## config.mk

```make
export PLATFORM = sky130hd
export DESIGN_NAME = pcie_edge_top
export DESIGN_NICKNAME = d
export VERILOG_FILES = /design/src/hw/pcie_ctrl_pkg.sv /design/src/hw/pcie_tlp_pkg.sv /design/src/hw/ctrl_shadow_tracker.sv /design/src/hw/write_commit_gen.sv /design/src/hw/rxreq_merge.sv /design/src/hw/edge_csr.sv /design/src/hw/pcie_edge_top.sv
export VERILOG_INCLUDE_DIRS = /design/src /design/src/hw
export SDC_FILE = /design/constraint.sdc
export NUM_CORES = 1
export LEC_CHECK = 0
export BUFFER_PORTS_ARGS = -buffer_cell sky130_fd_sc_hd__clkbuf_2
export CORE_ASPECT_RATIO = 0.9
export CORE_MARGIN = 8
export CORE_UTILIZATION = 54
export CTS_BUF_LIST = sky130_fd_sc_hd__clkbuf_4 sky130_fd_sc_hd__clkbuf_8
export DETAILED_ROUTE_END_ITERATION = 10
export GPL_TIMING_DRIVEN = 0
export PLACE_DENSITY = 0.95
export SLEW_MARGIN = 25
export SYNTH_ARGS = -nofsm -noshare
export SYNTH_HDL_FRONTEND = slang
export SYNTH_SLANG_ARGS = --single-unit
export TNS_END_PERCENT = 1
```

## constraint.sdc

```tcl
create_clock -name fim_clk -period 12.2 [get_ports fim_clk]
set_input_delay 2.44 -clock fim_clk [delete_from_list [all_inputs] [get_ports fim_clk]]
set_output_delay 2.44 -clock fim_clk [all_outputs]
set_load 0.02 [all_outputs]
```

## src/hw/pcie_edge_consts.svh

```systemverilog
`ifndef PCIE_EDGE_CONSTS_SVH
`define PCIE_EDGE_CONSTS_SVH

// Control shadow word from the subsystem
`define PCIE_SHDW_W        40
`define SHDW_PF_W          3
`define SHDW_VF_W          11
`define SHDW_VF_ACT_BIT    14
`define SHDW_EXT_TAG_BIT   29
`define SHDW_TAG10_BIT     30

// Single-beat TLP header
`define PCIE_HDR_W         64
`define TLP_FMT_MWR        8'h60
`define TLP_FMT_MRD        8'h20
`define TLP_FMT_CPL        8'h0A

// Wishbone CSR block
`define WB_ADR_W           4
`define WB_DAT_W           32
`define CSR_CTRL           4'd0
`define CSR_STATUS         4'd1
`define CSR_COMMITS        4'd2

`define COMMIT_FIFO_DEPTH  4

`endif

```

## src/hw/pcie_ctrl_pkg.sv

```systemverilog
`default_nettype none

`include "pcie_edge_consts.svh"

package pcie_ctrl_pkg;

   // Field view of the shadow word with the MSB first
   typedef struct packed {
      logic [`PCIE_SHDW_W-`SHDW_TAG10_BIT-2:0]          rsvd_hi;
      logic                                             tag10_en;
      logic                                             ext_tag;
      logic [`SHDW_EXT_TAG_BIT-`SHDW_VF_ACT_BIT-2:0]    rsvd_lo;
      logic                                             vf_active;
      logic [`SHDW_VF_W-1:0]                            vf_num;
      logic [`SHDW_PF_W-1:0]                            pf_num;
   } ctrl_shdw_fields_t;

   // Raw word as captured, or decoded into fields
   typedef union packed {
      logic [`PCIE_SHDW_W-1:0] raw;
      ctrl_shdw_fields_t       f;
   } ctrl_shdw_t;

   // Request tag size as a one-hot code
   typedef struct packed {
      logic tag_5bit;
      logic tag_8bit;
      logic tag_10bit;
   } tag_mode_t;

endpackage

`default_nettype wire

```

## src/hw/pcie_tlp_pkg.sv

```systemverilog
`default_nettype none

`include "pcie_edge_consts.svh"

package pcie_tlp_pkg;

   localparam int TLP_FMT_W = 8;
   localparam int TLP_TAG_W = 10;

   // Address takes what is left of the header beat
   typedef struct packed {
      logic [TLP_FMT_W-1:0]                        fmt_type;
      logic [TLP_TAG_W-1:0]                        tag;
      logic [`PCIE_HDR_W-TLP_FMT_W-TLP_TAG_W-1:0]  addr;
   } tlp_hdr_t;

endpackage

`default_nettype wire

```

## src/hw/ctrl_shadow_tracker.sv

```systemverilog
`timescale 1ns/1ps
`default_nettype none

`include "pcie_edge_consts.svh"

module ctrl_shadow_tracker (
   input  logic                      fim_clk,
   input  logic                      csr_rst_n,
   input  logic                      shdw_valid,
   input  logic [`PCIE_SHDW_W-1:0]   shdw_data,
   input  logic                      force_8bit,
   output pcie_ctrl_pkg::tag_mode_t  tag_mode
);

   logic                       shdw_vld_q;
   pcie_ctrl_pkg::ctrl_shdw_t  shdw_q;
   pcie_ctrl_pkg::tag_mode_t   mode_q;
   logic                       pf0_word;

   // --------------------------------------------------
   // Capture stage
   // --------------------------------------------------
   always_ff @(posedge fim_clk) begin
      if (!csr_rst_n) begin
         shdw_vld_q <= 1'b0;
      end else begin
         shdw_vld_q <= shdw_valid;
      end
   end

   always_ff @(posedge fim_clk) begin
      shdw_q.raw <= shdw_data;
   end

   // Tag mode is only meaningful for PF0 itself
   assign pf0_word = shdw_vld_q && (shdw_q.f.pf_num == '0) && !shdw_q.f.vf_active;

   // --------------------------------------------------
   // Update stage
   // --------------------------------------------------
   always_ff @(posedge fim_clk) begin
      if (!csr_rst_n) begin
         mode_q <= '{tag_5bit: 1'b1, tag_8bit: 1'b0, tag_10bit: 1'b0};
      end else if (pf0_word) begin
         if (shdw_q.f.ext_tag && shdw_q.f.tag10_en) begin
            mode_q <= '{tag_5bit: 1'b0, tag_8bit: 1'b0, tag_10bit: 1'b1};
         end else if (shdw_q.f.ext_tag) begin
            mode_q <= '{tag_5bit: 1'b0, tag_8bit: 1'b1, tag_10bit: 1'b0};
         end else begin
            // Legacy 5-bit tags
            mode_q <= '{tag_5bit: 1'b1, tag_8bit: 1'b0, tag_10bit: 1'b0};
         end
      end
   end

   // Forced 8-bit mode acts without delay
   always_comb begin
      if (force_8bit) begin
         tag_mode = '{tag_5bit: 1'b0, tag_8bit: 1'b1, tag_10bit: 1'b0};
      end else begin
         tag_mode = mode_q;
      end
   end

   a_tag_onehot: assert property (@(posedge fim_clk) disable iff (!csr_rst_n)
      $onehot(tag_mode))
      else $error("tag_mode is not one-hot");

endmodule

`default_nettype wire

```

## src/hw/write_commit_gen.sv

```systemverilog
`timescale 1ns/1ps
`default_nettype none

`include "pcie_edge_consts.svh"

module write_commit_gen (
   input  logic                     fim_clk,
   input  logic                     csr_rst_n,
   input  logic                     tx_valid,
   output logic                     tx_ready,
   input  pcie_tlp_pkg::tlp_hdr_t   tx_hdr,
   output logic                     link_valid,
   input  logic                     link_ready,
   output pcie_tlp_pkg::tlp_hdr_t   link_hdr,
   output logic                     commit_valid,
   input  logic                     commit_ready,
   output pcie_tlp_pkg::tlp_hdr_t   commit_hdr,
   input  logic                     commit_en,
   output logic                     commit_pulse
);

   localparam int DEPTH = `COMMIT_FIFO_DEPTH;
   localparam int PTR_W = $clog2(DEPTH);

   pcie_tlp_pkg::tlp_hdr_t  mem [DEPTH];
   pcie_tlp_pkg::tlp_hdr_t  cpl_hdr;
   logic [PTR_W-1:0]        wr_ptr;
   logic [PTR_W-1:0]        rd_ptr;
   logic [PTR_W:0]          fifo_cnt;
   logic [PTR_W:0]          credit_used;
   logic                    link_pend;
   logic                    push;
   logic                    pop;

   // An MWr waiting in the link register may still need a FIFO slot
   assign link_pend   = link_valid && (link_hdr.fmt_type == `TLP_FMT_MWR);
   assign credit_used = fifo_cnt + {{PTR_W{1'b0}}, link_pend};
   assign tx_ready    = (!link_valid || link_ready) && (credit_used < (PTR_W+1)'(DEPTH));

   // --------------------------------------------------
   // Link output register
   // --------------------------------------------------
   always_ff @(posedge fim_clk) begin
      if (!csr_rst_n) begin
         link_valid <= 1'b0;
      end else begin
         if (link_valid && link_ready) link_valid <= 1'b0;
         if (tx_valid && tx_ready)     link_valid <= 1'b1;
      end
   end

   always_ff @(posedge fim_clk) begin
      if (tx_valid && tx_ready) link_hdr <= tx_hdr;
   end

   // --------------------------------------------------
   // Commit FIFO
   // --------------------------------------------------
   assign push         = link_valid && link_ready && commit_en &&
                         (link_hdr.fmt_type == `TLP_FMT_MWR);
   assign pop          = commit_valid && commit_ready;
   assign commit_pulse = push;

   always_comb begin
      cpl_hdr          = '0;
      cpl_hdr.fmt_type = `TLP_FMT_CPL;
      cpl_hdr.tag      = link_hdr.tag;
   end

   always_ff @(posedge fim_clk) begin
      if (!csr_rst_n) begin
         wr_ptr   <= '0;
         rd_ptr   <= '0;
         fifo_cnt <= '0;
      end else begin
         if (push) wr_ptr <= wr_ptr + 1'b1;
         if (pop)  rd_ptr <= rd_ptr + 1'b1;
         fifo_cnt <= fifo_cnt + {{PTR_W{1'b0}}, push} - {{PTR_W{1'b0}}, pop};
      end
   end

   always_ff @(posedge fim_clk) begin
      if (push) mem[wr_ptr] <= cpl_hdr;
   end

   assign commit_valid = (fifo_cnt != '0);
   assign commit_hdr   = mem[rd_ptr];

   a_no_push_full: assert property (@(posedge fim_clk) disable iff (!csr_rst_n)
      push |-> (fifo_cnt < (PTR_W+1)'(DEPTH)))
      else $error("commit FIFO pushed while full");

endmodule

`default_nettype wire

```

## src/hw/rxreq_merge.sv

```systemverilog
`timescale 1ns/1ps
`default_nettype none

module rxreq_merge (
   input  logic                     fim_clk,
   input  logic                     csr_rst_n,
   input  logic                     rxreq_in_valid,
   output logic                     rxreq_in_ready,
   input  pcie_tlp_pkg::tlp_hdr_t   rxreq_in_hdr,
   input  logic                     commit_valid,
   output logic                     commit_ready,
   input  pcie_tlp_pkg::tlp_hdr_t   commit_hdr,
   output logic                     rxreq_out_valid,
   input  logic                     rxreq_out_ready,
   output pcie_tlp_pkg::tlp_hdr_t   rxreq_out_hdr
);

   logic                    out_free;
   logic                    prio_commit;
   logic                    grant_commit;
   logic                    grant_host;
   pcie_tlp_pkg::tlp_hdr_t  sel_hdr;

   assign out_free = !rxreq_out_valid || rxreq_out_ready;

   // --------------------------------------------------
   // Round-robin between host requests and commits
   // --------------------------------------------------
   assign grant_commit = commit_valid && (!rxreq_in_valid || prio_commit);
   assign grant_host   = rxreq_in_valid && !grant_commit;

   assign commit_ready   = out_free && grant_commit;
   assign rxreq_in_ready = out_free && grant_host;
   assign sel_hdr        = grant_commit ? commit_hdr : rxreq_in_hdr;

   // Priority flips to the source that just lost
   always_ff @(posedge fim_clk) begin
      if (!csr_rst_n) begin
         prio_commit <= 1'b0;
      end else if (out_free) begin
         if (grant_commit)    prio_commit <= 1'b0;
         else if (grant_host) prio_commit <= 1'b1;
      end
   end

   // Registered stage toward the AFU
   always_ff @(posedge fim_clk) begin
      if (!csr_rst_n) begin
         rxreq_out_valid <= 1'b0;
      end else if (out_free) begin
         rxreq_out_valid <= grant_commit || grant_host;
      end
   end

   always_ff @(posedge fim_clk) begin
      if (out_free && (grant_commit || grant_host)) rxreq_out_hdr <= sel_hdr;
   end

   a_out_stable: assert property (@(posedge fim_clk) disable iff (!csr_rst_n)
      rxreq_out_valid && !rxreq_out_ready |=> rxreq_out_valid && $stable(rxreq_out_hdr))
      else $error("rxreq_out changed under back-pressure");

endmodule

`default_nettype wire

```

## src/hw/edge_csr.sv

```systemverilog
`timescale 1ns/1ps
`default_nettype none

`include "pcie_edge_consts.svh"

module edge_csr (
   input  logic                      fim_clk,
   input  logic                      csr_rst_n,
   input  logic                      wb_cyc,
   input  logic                      wb_stb,
   input  logic                      wb_we,
   input  logic [`WB_ADR_W-1:0]      wb_adr,
   input  logic [`WB_DAT_W-1:0]      wb_dat_w,
   output logic [`WB_DAT_W-1:0]      wb_dat_r,
   output logic                      wb_ack,
   input  pcie_ctrl_pkg::tag_mode_t  tag_mode,
   input  logic                      commit_pulse,
   output logic                      commit_en,
   output logic                      force_8bit
);

   logic                  req;
   logic                  wr_commits;
   logic [`WB_DAT_W-1:0]  commit_cnt;
   logic [`WB_DAT_W-1:0]  rd_data;

   // A new access is one not already being acked
   assign req        = wb_cyc && wb_stb && !wb_ack;
   assign wr_commits = req && wb_we && (wb_adr == `CSR_COMMITS);

   always_ff @(posedge fim_clk) begin
      if (!csr_rst_n) begin
         wb_ack <= 1'b0;
      end else begin
         wb_ack <= req;
      end
   end

   // --------------------------------------------------
   // Control register
   // --------------------------------------------------
   always_ff @(posedge fim_clk) begin
      if (!csr_rst_n) begin
         commit_en  <= 1'b1;
         force_8bit <= 1'b0;
      end else if (req && wb_we && (wb_adr == `CSR_CTRL)) begin
         commit_en  <= wb_dat_w[0];
         force_8bit <= wb_dat_w[1];
      end
   end

   // A clear of the commit counter wins over a pulse in the same cycle
   always_ff @(posedge fim_clk) begin
      if (!csr_rst_n || wr_commits) begin
         commit_cnt <= '0;
      end else if (commit_pulse) begin
         commit_cnt <= commit_cnt + 1'b1;
      end
   end

   // --------------------------------------------------
   // Read path
   // --------------------------------------------------
   always_comb begin
      case (wb_adr)
         `CSR_CTRL:    rd_data = {{(`WB_DAT_W-2){1'b0}}, force_8bit, commit_en};
         `CSR_STATUS:  rd_data = {{(`WB_DAT_W-$bits(tag_mode)){1'b0}}, tag_mode};
         `CSR_COMMITS: rd_data = commit_cnt;
         default:      rd_data = '0;
      endcase
   end

   always_ff @(posedge fim_clk) begin
      if (req) wb_dat_r <= rd_data;
   end

endmodule

`default_nettype wire

```

## src/hw/pcie_edge_top.sv

```systemverilog
`timescale 1ns/1ps
`default_nettype none

`include "pcie_edge_consts.svh"

module pcie_edge_top (
   input  logic                      fim_clk,
   input  logic                      csr_rst_n,
   // Control shadow
   input  logic                      shdw_valid,
   input  logic [`PCIE_SHDW_W-1:0]   shdw_data,
   output pcie_ctrl_pkg::tag_mode_t  tag_mode,
   // FPGA to host TX and the link
   input  logic                      tx_valid,
   output logic                      tx_ready,
   input  pcie_tlp_pkg::tlp_hdr_t    tx_hdr,
   output logic                      link_valid,
   input  logic                      link_ready,
   output pcie_tlp_pkg::tlp_hdr_t    link_hdr,
   // Host RXREQ and the AFU side
   input  logic                      rxreq_in_valid,
   output logic                      rxreq_in_ready,
   input  pcie_tlp_pkg::tlp_hdr_t    rxreq_in_hdr,
   output logic                      rxreq_out_valid,
   input  logic                      rxreq_out_ready,
   output pcie_tlp_pkg::tlp_hdr_t    rxreq_out_hdr,
   // Wishbone
   input  logic                      wb_cyc,
   input  logic                      wb_stb,
   input  logic                      wb_we,
   input  logic [`WB_ADR_W-1:0]      wb_adr,
   input  logic [`WB_DAT_W-1:0]      wb_dat_w,
   output logic [`WB_DAT_W-1:0]      wb_dat_r,
   output logic                      wb_ack
);

   logic                    commit_valid;
   logic                    commit_ready;
   pcie_tlp_pkg::tlp_hdr_t  commit_hdr;
   logic                    commit_pulse;
   logic                    commit_en;
   logic                    force_8bit;

   ctrl_shadow_tracker shdw_i (
      .fim_clk    (fim_clk),
      .csr_rst_n  (csr_rst_n),
      .shdw_valid (shdw_valid),
      .shdw_data  (shdw_data),
      .force_8bit (force_8bit),
      .tag_mode   (tag_mode)
   );

   write_commit_gen commit_i (
      .fim_clk      (fim_clk),
      .csr_rst_n    (csr_rst_n),
      .tx_valid     (tx_valid),
      .tx_ready     (tx_ready),
      .tx_hdr       (tx_hdr),
      .link_valid   (link_valid),
      .link_ready   (link_ready),
      .link_hdr     (link_hdr),
      .commit_valid (commit_valid),
      .commit_ready (commit_ready),
      .commit_hdr   (commit_hdr),
      .commit_en    (commit_en),
      .commit_pulse (commit_pulse)
   );

   rxreq_merge merge_i (
      .fim_clk         (fim_clk),
      .csr_rst_n       (csr_rst_n),
      .rxreq_in_valid  (rxreq_in_valid),
      .rxreq_in_ready  (rxreq_in_ready),
      .rxreq_in_hdr    (rxreq_in_hdr),
      .commit_valid    (commit_valid),
      .commit_ready    (commit_ready),
      .commit_hdr      (commit_hdr),
      .rxreq_out_valid (rxreq_out_valid),
      .rxreq_out_ready (rxreq_out_ready),
      .rxreq_out_hdr   (rxreq_out_hdr)
   );

   edge_csr csr_i (
      .fim_clk      (fim_clk),
      .csr_rst_n    (csr_rst_n),
      .wb_cyc       (wb_cyc),
      .wb_stb       (wb_stb),
      .wb_we        (wb_we),
      .wb_adr       (wb_adr),
      .wb_dat_w     (wb_dat_w),
      .wb_dat_r     (wb_dat_r),
      .wb_ack       (wb_ack),
      .tag_mode     (tag_mode),
      .commit_pulse (commit_pulse),
      .commit_en    (commit_en),
      .force_8bit   (force_8bit)
   );

endmodule

`default_nettype wire

```

==> metrics.txt <==
# TYPE chip_impl_metric gauge
chip_impl_info{name="status",value="complete, no violations"} 1
chip_impl_metric{name="synth_compound_gate_area_share",unit="%"} 3.673
chip_impl_metric{name="clk_path_buf_depth",unit=""} 3
chip_impl_metric{name="post_cts_resized",unit=""} 0
chip_impl_info{name="synth_top_cells_by_area",value="sky130_fd_sc_hd__edfxtp_1 61%, sky130_fd_sc_hd__dfxtp_1 12%, sky130_fd_sc_hd__nor2b_1 3.6%"} 1
chip_impl_metric{name="route.final.wire_length",unit="µm"} 25570
chip_impl_metric{name="tightest_slew",unit="ns"} 0.8341
chip_impl_metric{name="seq_power_share",unit="%"} 47.4
chip_impl_metric{name="area.growth.synth_to_final",unit="%"} 29.50
chip_impl_metric{name="gr-usage-all-layers",unit="%"} 22.23
chip_impl_info{name="critical_r2r_launch",value="commit_i.link_hdr[57]"} 1
chip_impl_metric{name="htreeDepth",unit=""} 2
chip_impl_metric{name="post_synth_xor_xnor_area",unit="%"} 0.8062
chip_impl_info{name="mostFrequentLayoutCell",value="sky130_fd_sc_hd__clkbuf_2"} 1
chip_impl_metric{name="synth.yosys.warnings",unit=""} 0
chip_impl_metric{name="cap_viol_max_count",unit=""} 0
chip_impl_metric{name="power_switching_share",unit="%"} 30.39
chip_impl_info{name="worst_hold_startpoint",value="csr_i.commit_cnt[31]"} 1
chip_impl_metric{name="die-height",unit="µm"} 143.7
chip_impl_metric{name="detail_route.iter0.violations",unit=""} 435
chip_impl_metric{name="fp.dieArea",unit="mm²"} 0.02267
chip_impl_metric{name="fmax",unit="GHz"} 0.1531
chip_impl_metric{name="p_leak",unit="nW"} 4.982
chip_impl_metric{name="synthAdderAreaFrac",unit="%"} 1.101
chip_impl_metric{name="r2r.worst_path.cells",unit=""} 13
chip_impl_metric{name="rows",unit=""} 46
chip_impl_info{name="rsz0062_at_grt",value="no"} 1
chip_impl_metric{name="worstHoldPathCells",unit=""} 2
chip_impl_metric{name="detailroute.via_count",unit=""} 6846
chip_impl_info{name="largest_family_of_logic_cells_by_synthesized_area",value="simple AND/OR/NAND/NOR gates"} 1
chip_impl_metric{name="synth-seq-area-share",unit="%"} 73.10
chip_impl_metric{name="cp.required",unit="ns"} 9.76
chip_impl_metric{name="timing.final.crit_share",unit="%"} 53.53
chip_impl_metric{name="clkPwrFrac",unit="%"} 28.4
chip_impl_metric{name="boundary_pins",unit=""} 382
chip_impl_metric{name="port_buffers",unit=""} 316
chip_impl_info{name="cell_at_the_root_of_the_clock_tree",value="sky130_fd_sc_hd__clkbuf_8"} 1
chip_impl_metric{name="synthSimpleGateAreaFrac",unit="%"} 14.87
chip_impl_metric{name="clk-insertion-delay-late",unit="ns"} 0.52
chip_impl_metric{name="finalNetCount",unit=""} 1238
chip_impl_metric{name="timing.final.max_slew_violations",unit=""} 0
chip_impl_metric{name="yosysTopAreaCellShare",unit="%"} 61.43
chip_impl_metric{name="placed_cells_incl_taps",unit=""} 1213
chip_impl_metric{name="layout_cell_share_with_drive_strength_beyond_1",unit="%"} 40.96
chip_impl_info{name="synth_top_cell_by_area",value="sky130_fd_sc_hd__edfxtp_1"} 1
chip_impl_metric{name="post_drt_wl_per_cell",unit="µm"} 19.90
chip_impl_metric{name="worstPathMaxFanout",unit=""} 10
chip_impl_info{name="commonest_cells_after_routing_fill_and_taps_aside",value="316 x sky130_fd_sc_hd__clkbuf_2, 200 x sky130_fd_sc_hd__edfxtp_1, 57 x sky130_fd_sc_hd__dfxtp_1"} 1
chip_impl_metric{name="core_area",unit="mm²"} 0.01767
chip_impl_metric{name="timing.max_slew.rel_slack",unit="%"} 44.39
chip_impl_metric{name="grt_first_pass_wirelength",unit="µm"} 38290
chip_impl_metric{name="synth-edff-count",unit=""} 200
chip_impl_metric{name="syn_avg_cell_area",unit="µm²"} 15.02
chip_impl_info{name="clock_tree_from_tritoncts",value="yes"} 1
chip_impl_metric{name="p_per_area",unit="mW/mm²"} 198.3
chip_impl_metric{name="vias_per_cell",unit=""} 5.328
chip_impl_metric{name="timing.final.hold_violations",unit=""} 0
chip_impl_info{name="timing_worst_setup_path_type",value="in -> out"} 1
chip_impl_metric{name="instances_no_fill",unit=""} 1285
chip_impl_metric{name="synth.ff_latch_count",unit=""} 257
chip_impl_metric{name="ant_nets",unit=""} 0
chip_impl_metric{name="gp_routability_congestion",unit=""} 0.8777
chip_impl_metric{name="worst_ep_arrival",unit="ns"} 4.09
chip_impl_metric{name="die_width",unit="µm"} 157.8
chip_impl_info{name="min_delay_worst_endpoint",value="csr_i.commit_cnt[31]"} 1
chip_impl_metric{name="grt_pass1_vias",unit=""} 7024
chip_impl_metric{name="starting_density",unit="%"} 55.33
chip_impl_metric{name="drt_pre_antenna_iters",unit=""} 5
chip_impl_metric{name="synth.mux.area_fraction",unit="%"} 4.582
chip_impl_metric{name="cts_sinks",unit=""} 257
chip_impl_metric{name="area.sequential",unit="mm²"} 0.007147
chip_impl_metric{name="pin_count_of_the_biggest_net_entering_global_routing",unit=""} 28
chip_impl_metric{name="clock_skew",unit="ns"} 0.01561
chip_impl_metric{name="cell_area_after_synthesis",unit="mm²"} 0.009777
chip_impl_metric{name="ctsHoldBuffers",unit=""} 0
chip_impl_metric{name="cts_buffers",unit=""} 41
chip_impl_metric{name="overflow",unit=""} 0
chip_impl_metric{name="rrSetupSlack",unit="ns"} 8.60
chip_impl_info{name="type_of_the_most_critical_hold_path",value="reg -> reg"} 1
chip_impl_metric{name="n_fill_cell",unit=""} 1173
chip_impl_metric{name="synthesis.instances",unit=""} 651
chip_impl_metric{name="sum_neg_setup_slack",unit="ns"} 0
chip_impl_metric{name="diodes",unit=""} 0
chip_impl_metric{name="drc",unit=""} 0
chip_impl_metric{name="ys_async_sr_fraction",unit="%"} 0
chip_impl_metric{name="multiInputGateArea",unit="mm²"} 0.002476
chip_impl_info{name="worst_r2r_endpoint",value="commit_i.fifo_cnt[2]"} 1
chip_impl_metric{name="power.net_switching",unit="µW"} 763.0
chip_impl_metric{name="clk_transition_reported_paths",unit="ns"} 0.06
chip_impl_metric{name="timing.final.setup_violations",unit=""} 0
chip_impl_metric{name="grt_antenna_before_repair",unit=""} 0
chip_impl_metric{name="post-route-min-period",unit="ns"} 6.530
chip_impl_metric{name="synth_cell_type_count",unit=""} 46
chip_impl_metric{name="p_comb_share",unit="%"} 24.2
chip_impl_metric{name="syn-num-nets",unit=""} 873
chip_impl_info{name="start_kind",value="primary input"} 1
chip_impl_metric{name="internal_power",unit="mW"} 1.747
chip_impl_metric{name="cts_setup_buffers",unit=""} 0
chip_impl_info{name="most_used_flip_flop_cell_after_synthesis",value="sky130_fd_sc_hd__edfxtp_1"} 1
chip_impl_metric{name="vdd.ir_drop.worst",unit="mV"} 0.1540
chip_impl_info{name="critical_path.endpoint_type",value="primary output"} 1
chip_impl_metric{name="dpl.hpwl",unit="µm"} 19530
-- metal layers --
layer | routed length, µm | global-route usage (%) | vias up
li1 | - | - | 3176
met1 | 9455 | 25.55 | 3233
met2 | 12470 | 38.26 | 389
met3 | 3016 | 7.025 | 48
met4 | 632 | 8.408 | 0
met5 | 0 | 0 | -
-- power groups by stage --
| stage | logic (mW) | clock network (mW) | registers (mW) |
|---|---|---|---|
| after floorplan | 0.197 | 0 | 1.38 |
| after global placement | 0.560 | 0 | 1.22 |
| after detailed placement | 0.615 | 0 | 1.21 |
| after CTS | 0.616 | 0.734 | 1.19 |
| after global routing | 0.651 | 0.769 | 1.20 |
| final | 0.607 | 0.714 | 1.19 |
-- final cells by class --
| cell class | instances | area share [%] |
|---|---|---|
| sequential | 257 | 56.45 |
| inverter | 12 | 0.3755 |
| clock inverter | 9 | 0.3261 |
| timing repair buffer | 322 | 13.80 |
| multi-input combinational | 354 | 19.56 |
| clock buffer | 63 | 6.058 |
| buffer | 28 | 1.067 |
| tap | 240 | 2.372 |
-- worst max path at each step --
stage,cells after the start,to,start
floorplan,3,commit_i.link_hdr[0],link_ready
global placement,4,commit_i.link_hdr[60],link_ready
detailed placement,7,rxreq_in_ready,rxreq_in_valid
CTS,7,rxreq_in_ready,rxreq_in_valid
global route,7,rxreq_in_ready,rxreq_in_valid
finish,7,rxreq_in_ready,rxreq_in_valid
-- synthesized netlist by cell type, types with 2 or more instances --
library cell               number
sky130_fd_sc_hd__and2_2         4
sky130_fd_sc_hd__edfxtp_1     200
sky130_fd_sc_hd__ha_1           7
sky130_fd_sc_hd__nand2_1       37
sky130_fd_sc_hd__or3_1          7
sky130_fd_sc_hd__dfxtp_1       57
sky130_fd_sc_hd__nor4b_1        2
sky130_fd_sc_hd__buf_6          4
sky130_fd_sc_hd__xnor2_1        8
sky130_fd_sc_hd__and4_1         3
sky130_fd_sc_hd__or4_1         21
sky130_fd_sc_hd__o21ai_0        7
sky130_fd_sc_hd__nor4_1         8
sky130_fd_sc_hd__nor2b_1       56
sky130_fd_sc_hd__nor3_1         7
sky130_fd_sc_hd__or4_4          2
sky130_fd_sc_hd__clkbuf_1      22
sky130_fd_sc_hd__and3_1         5
sky130_fd_sc_hd__o21a_1         3
sky130_fd_sc_hd__mux2i_1       11
sky130_fd_sc_hd__inv_1         11
sky130_fd_sc_hd__nor2_1        20
sky130_fd_sc_hd__mux4_2        10
sky130_fd_sc_hd__nand4_1       13
sky130_fd_sc_hd__nand2b_1       9
sky130_fd_sc_hd__a21oi_1       25
sky130_fd_sc_hd__or2_2          3
sky130_fd_sc_hd__buf_1          2
sky130_fd_sc_hd__o22ai_1        2
sky130_fd_sc_hd__and2_1        34
sky130_fd_sc_hd__nand3_1       12
sky130_fd_sc_hd__o31ai_1       16
sky130_fd_sc_hd__mux2_2        10
-- through the flow --
step / power [mW] / utilization (%) / hold WS (ns) / cell area [µm²] / setup WS (ns)
final: 2.510 / 71.65 / 0.4766 / 12660 / 5.670
after detailed placement: 1.823 / 67.08 / 0.4710 / 11850 / 5.623
after global routing: 2.622 / 71.65 / 0.5001 / 12660 / 5.543
after global placement: 1.778 / 65.98 / 0.4475 / 11660 / 4.694
after floorplan: 1.574 / - / 0.4332 / 9777 / 5.891
after CTS: 2.541 / 71.65 / 0.4804 / 12660 / 5.620
-- worst max-delay path: stages --
cell,delay (ns)
sky130_fd_sc_hd__clkbuf_2,0.14
sky130_fd_sc_hd__nor2b_1,0.17
sky130_fd_sc_hd__nor2_1,0.16
sky130_fd_sc_hd__clkbuf_1,0.48
sky130_fd_sc_hd__clkbuf_1,0.39
sky130_fd_sc_hd__nor2_1,0.12
sky130_fd_sc_hd__clkbuf_2,0.18
-- state kept, by name (all words and copies together) (netlist names), 2 cells and up, named ones only --
signal                 count
merge_i.rxreq_out_hdr     64
commit_i.link_hdr         64
commit_i.rd_ptr            2
commit_i.wr_ptr            2
csr_i.commit_cnt          32
shdw_i.shdw_q              6
commit_i.mem              40
csr_i.wb_dat_r            32
shdw_i.mode_q              3
commit_i.fifo_cnt          3
-- kinds of logic (layout without fill, tap and decap cells) --
group / after synthesis / in the layout
adder cells (fa/ha/maj): 8 / 8
XOR/XNOR: 9 / 9
flip-flops: 257 / 257
AO/OA/AOI/OAI: 59 / 59
multiplexers: 31 / 31
buffers and inverters: 40 / 434
AND/OR/NAND/NOR: 247 / 247
(Power assumes the default switching activity.)
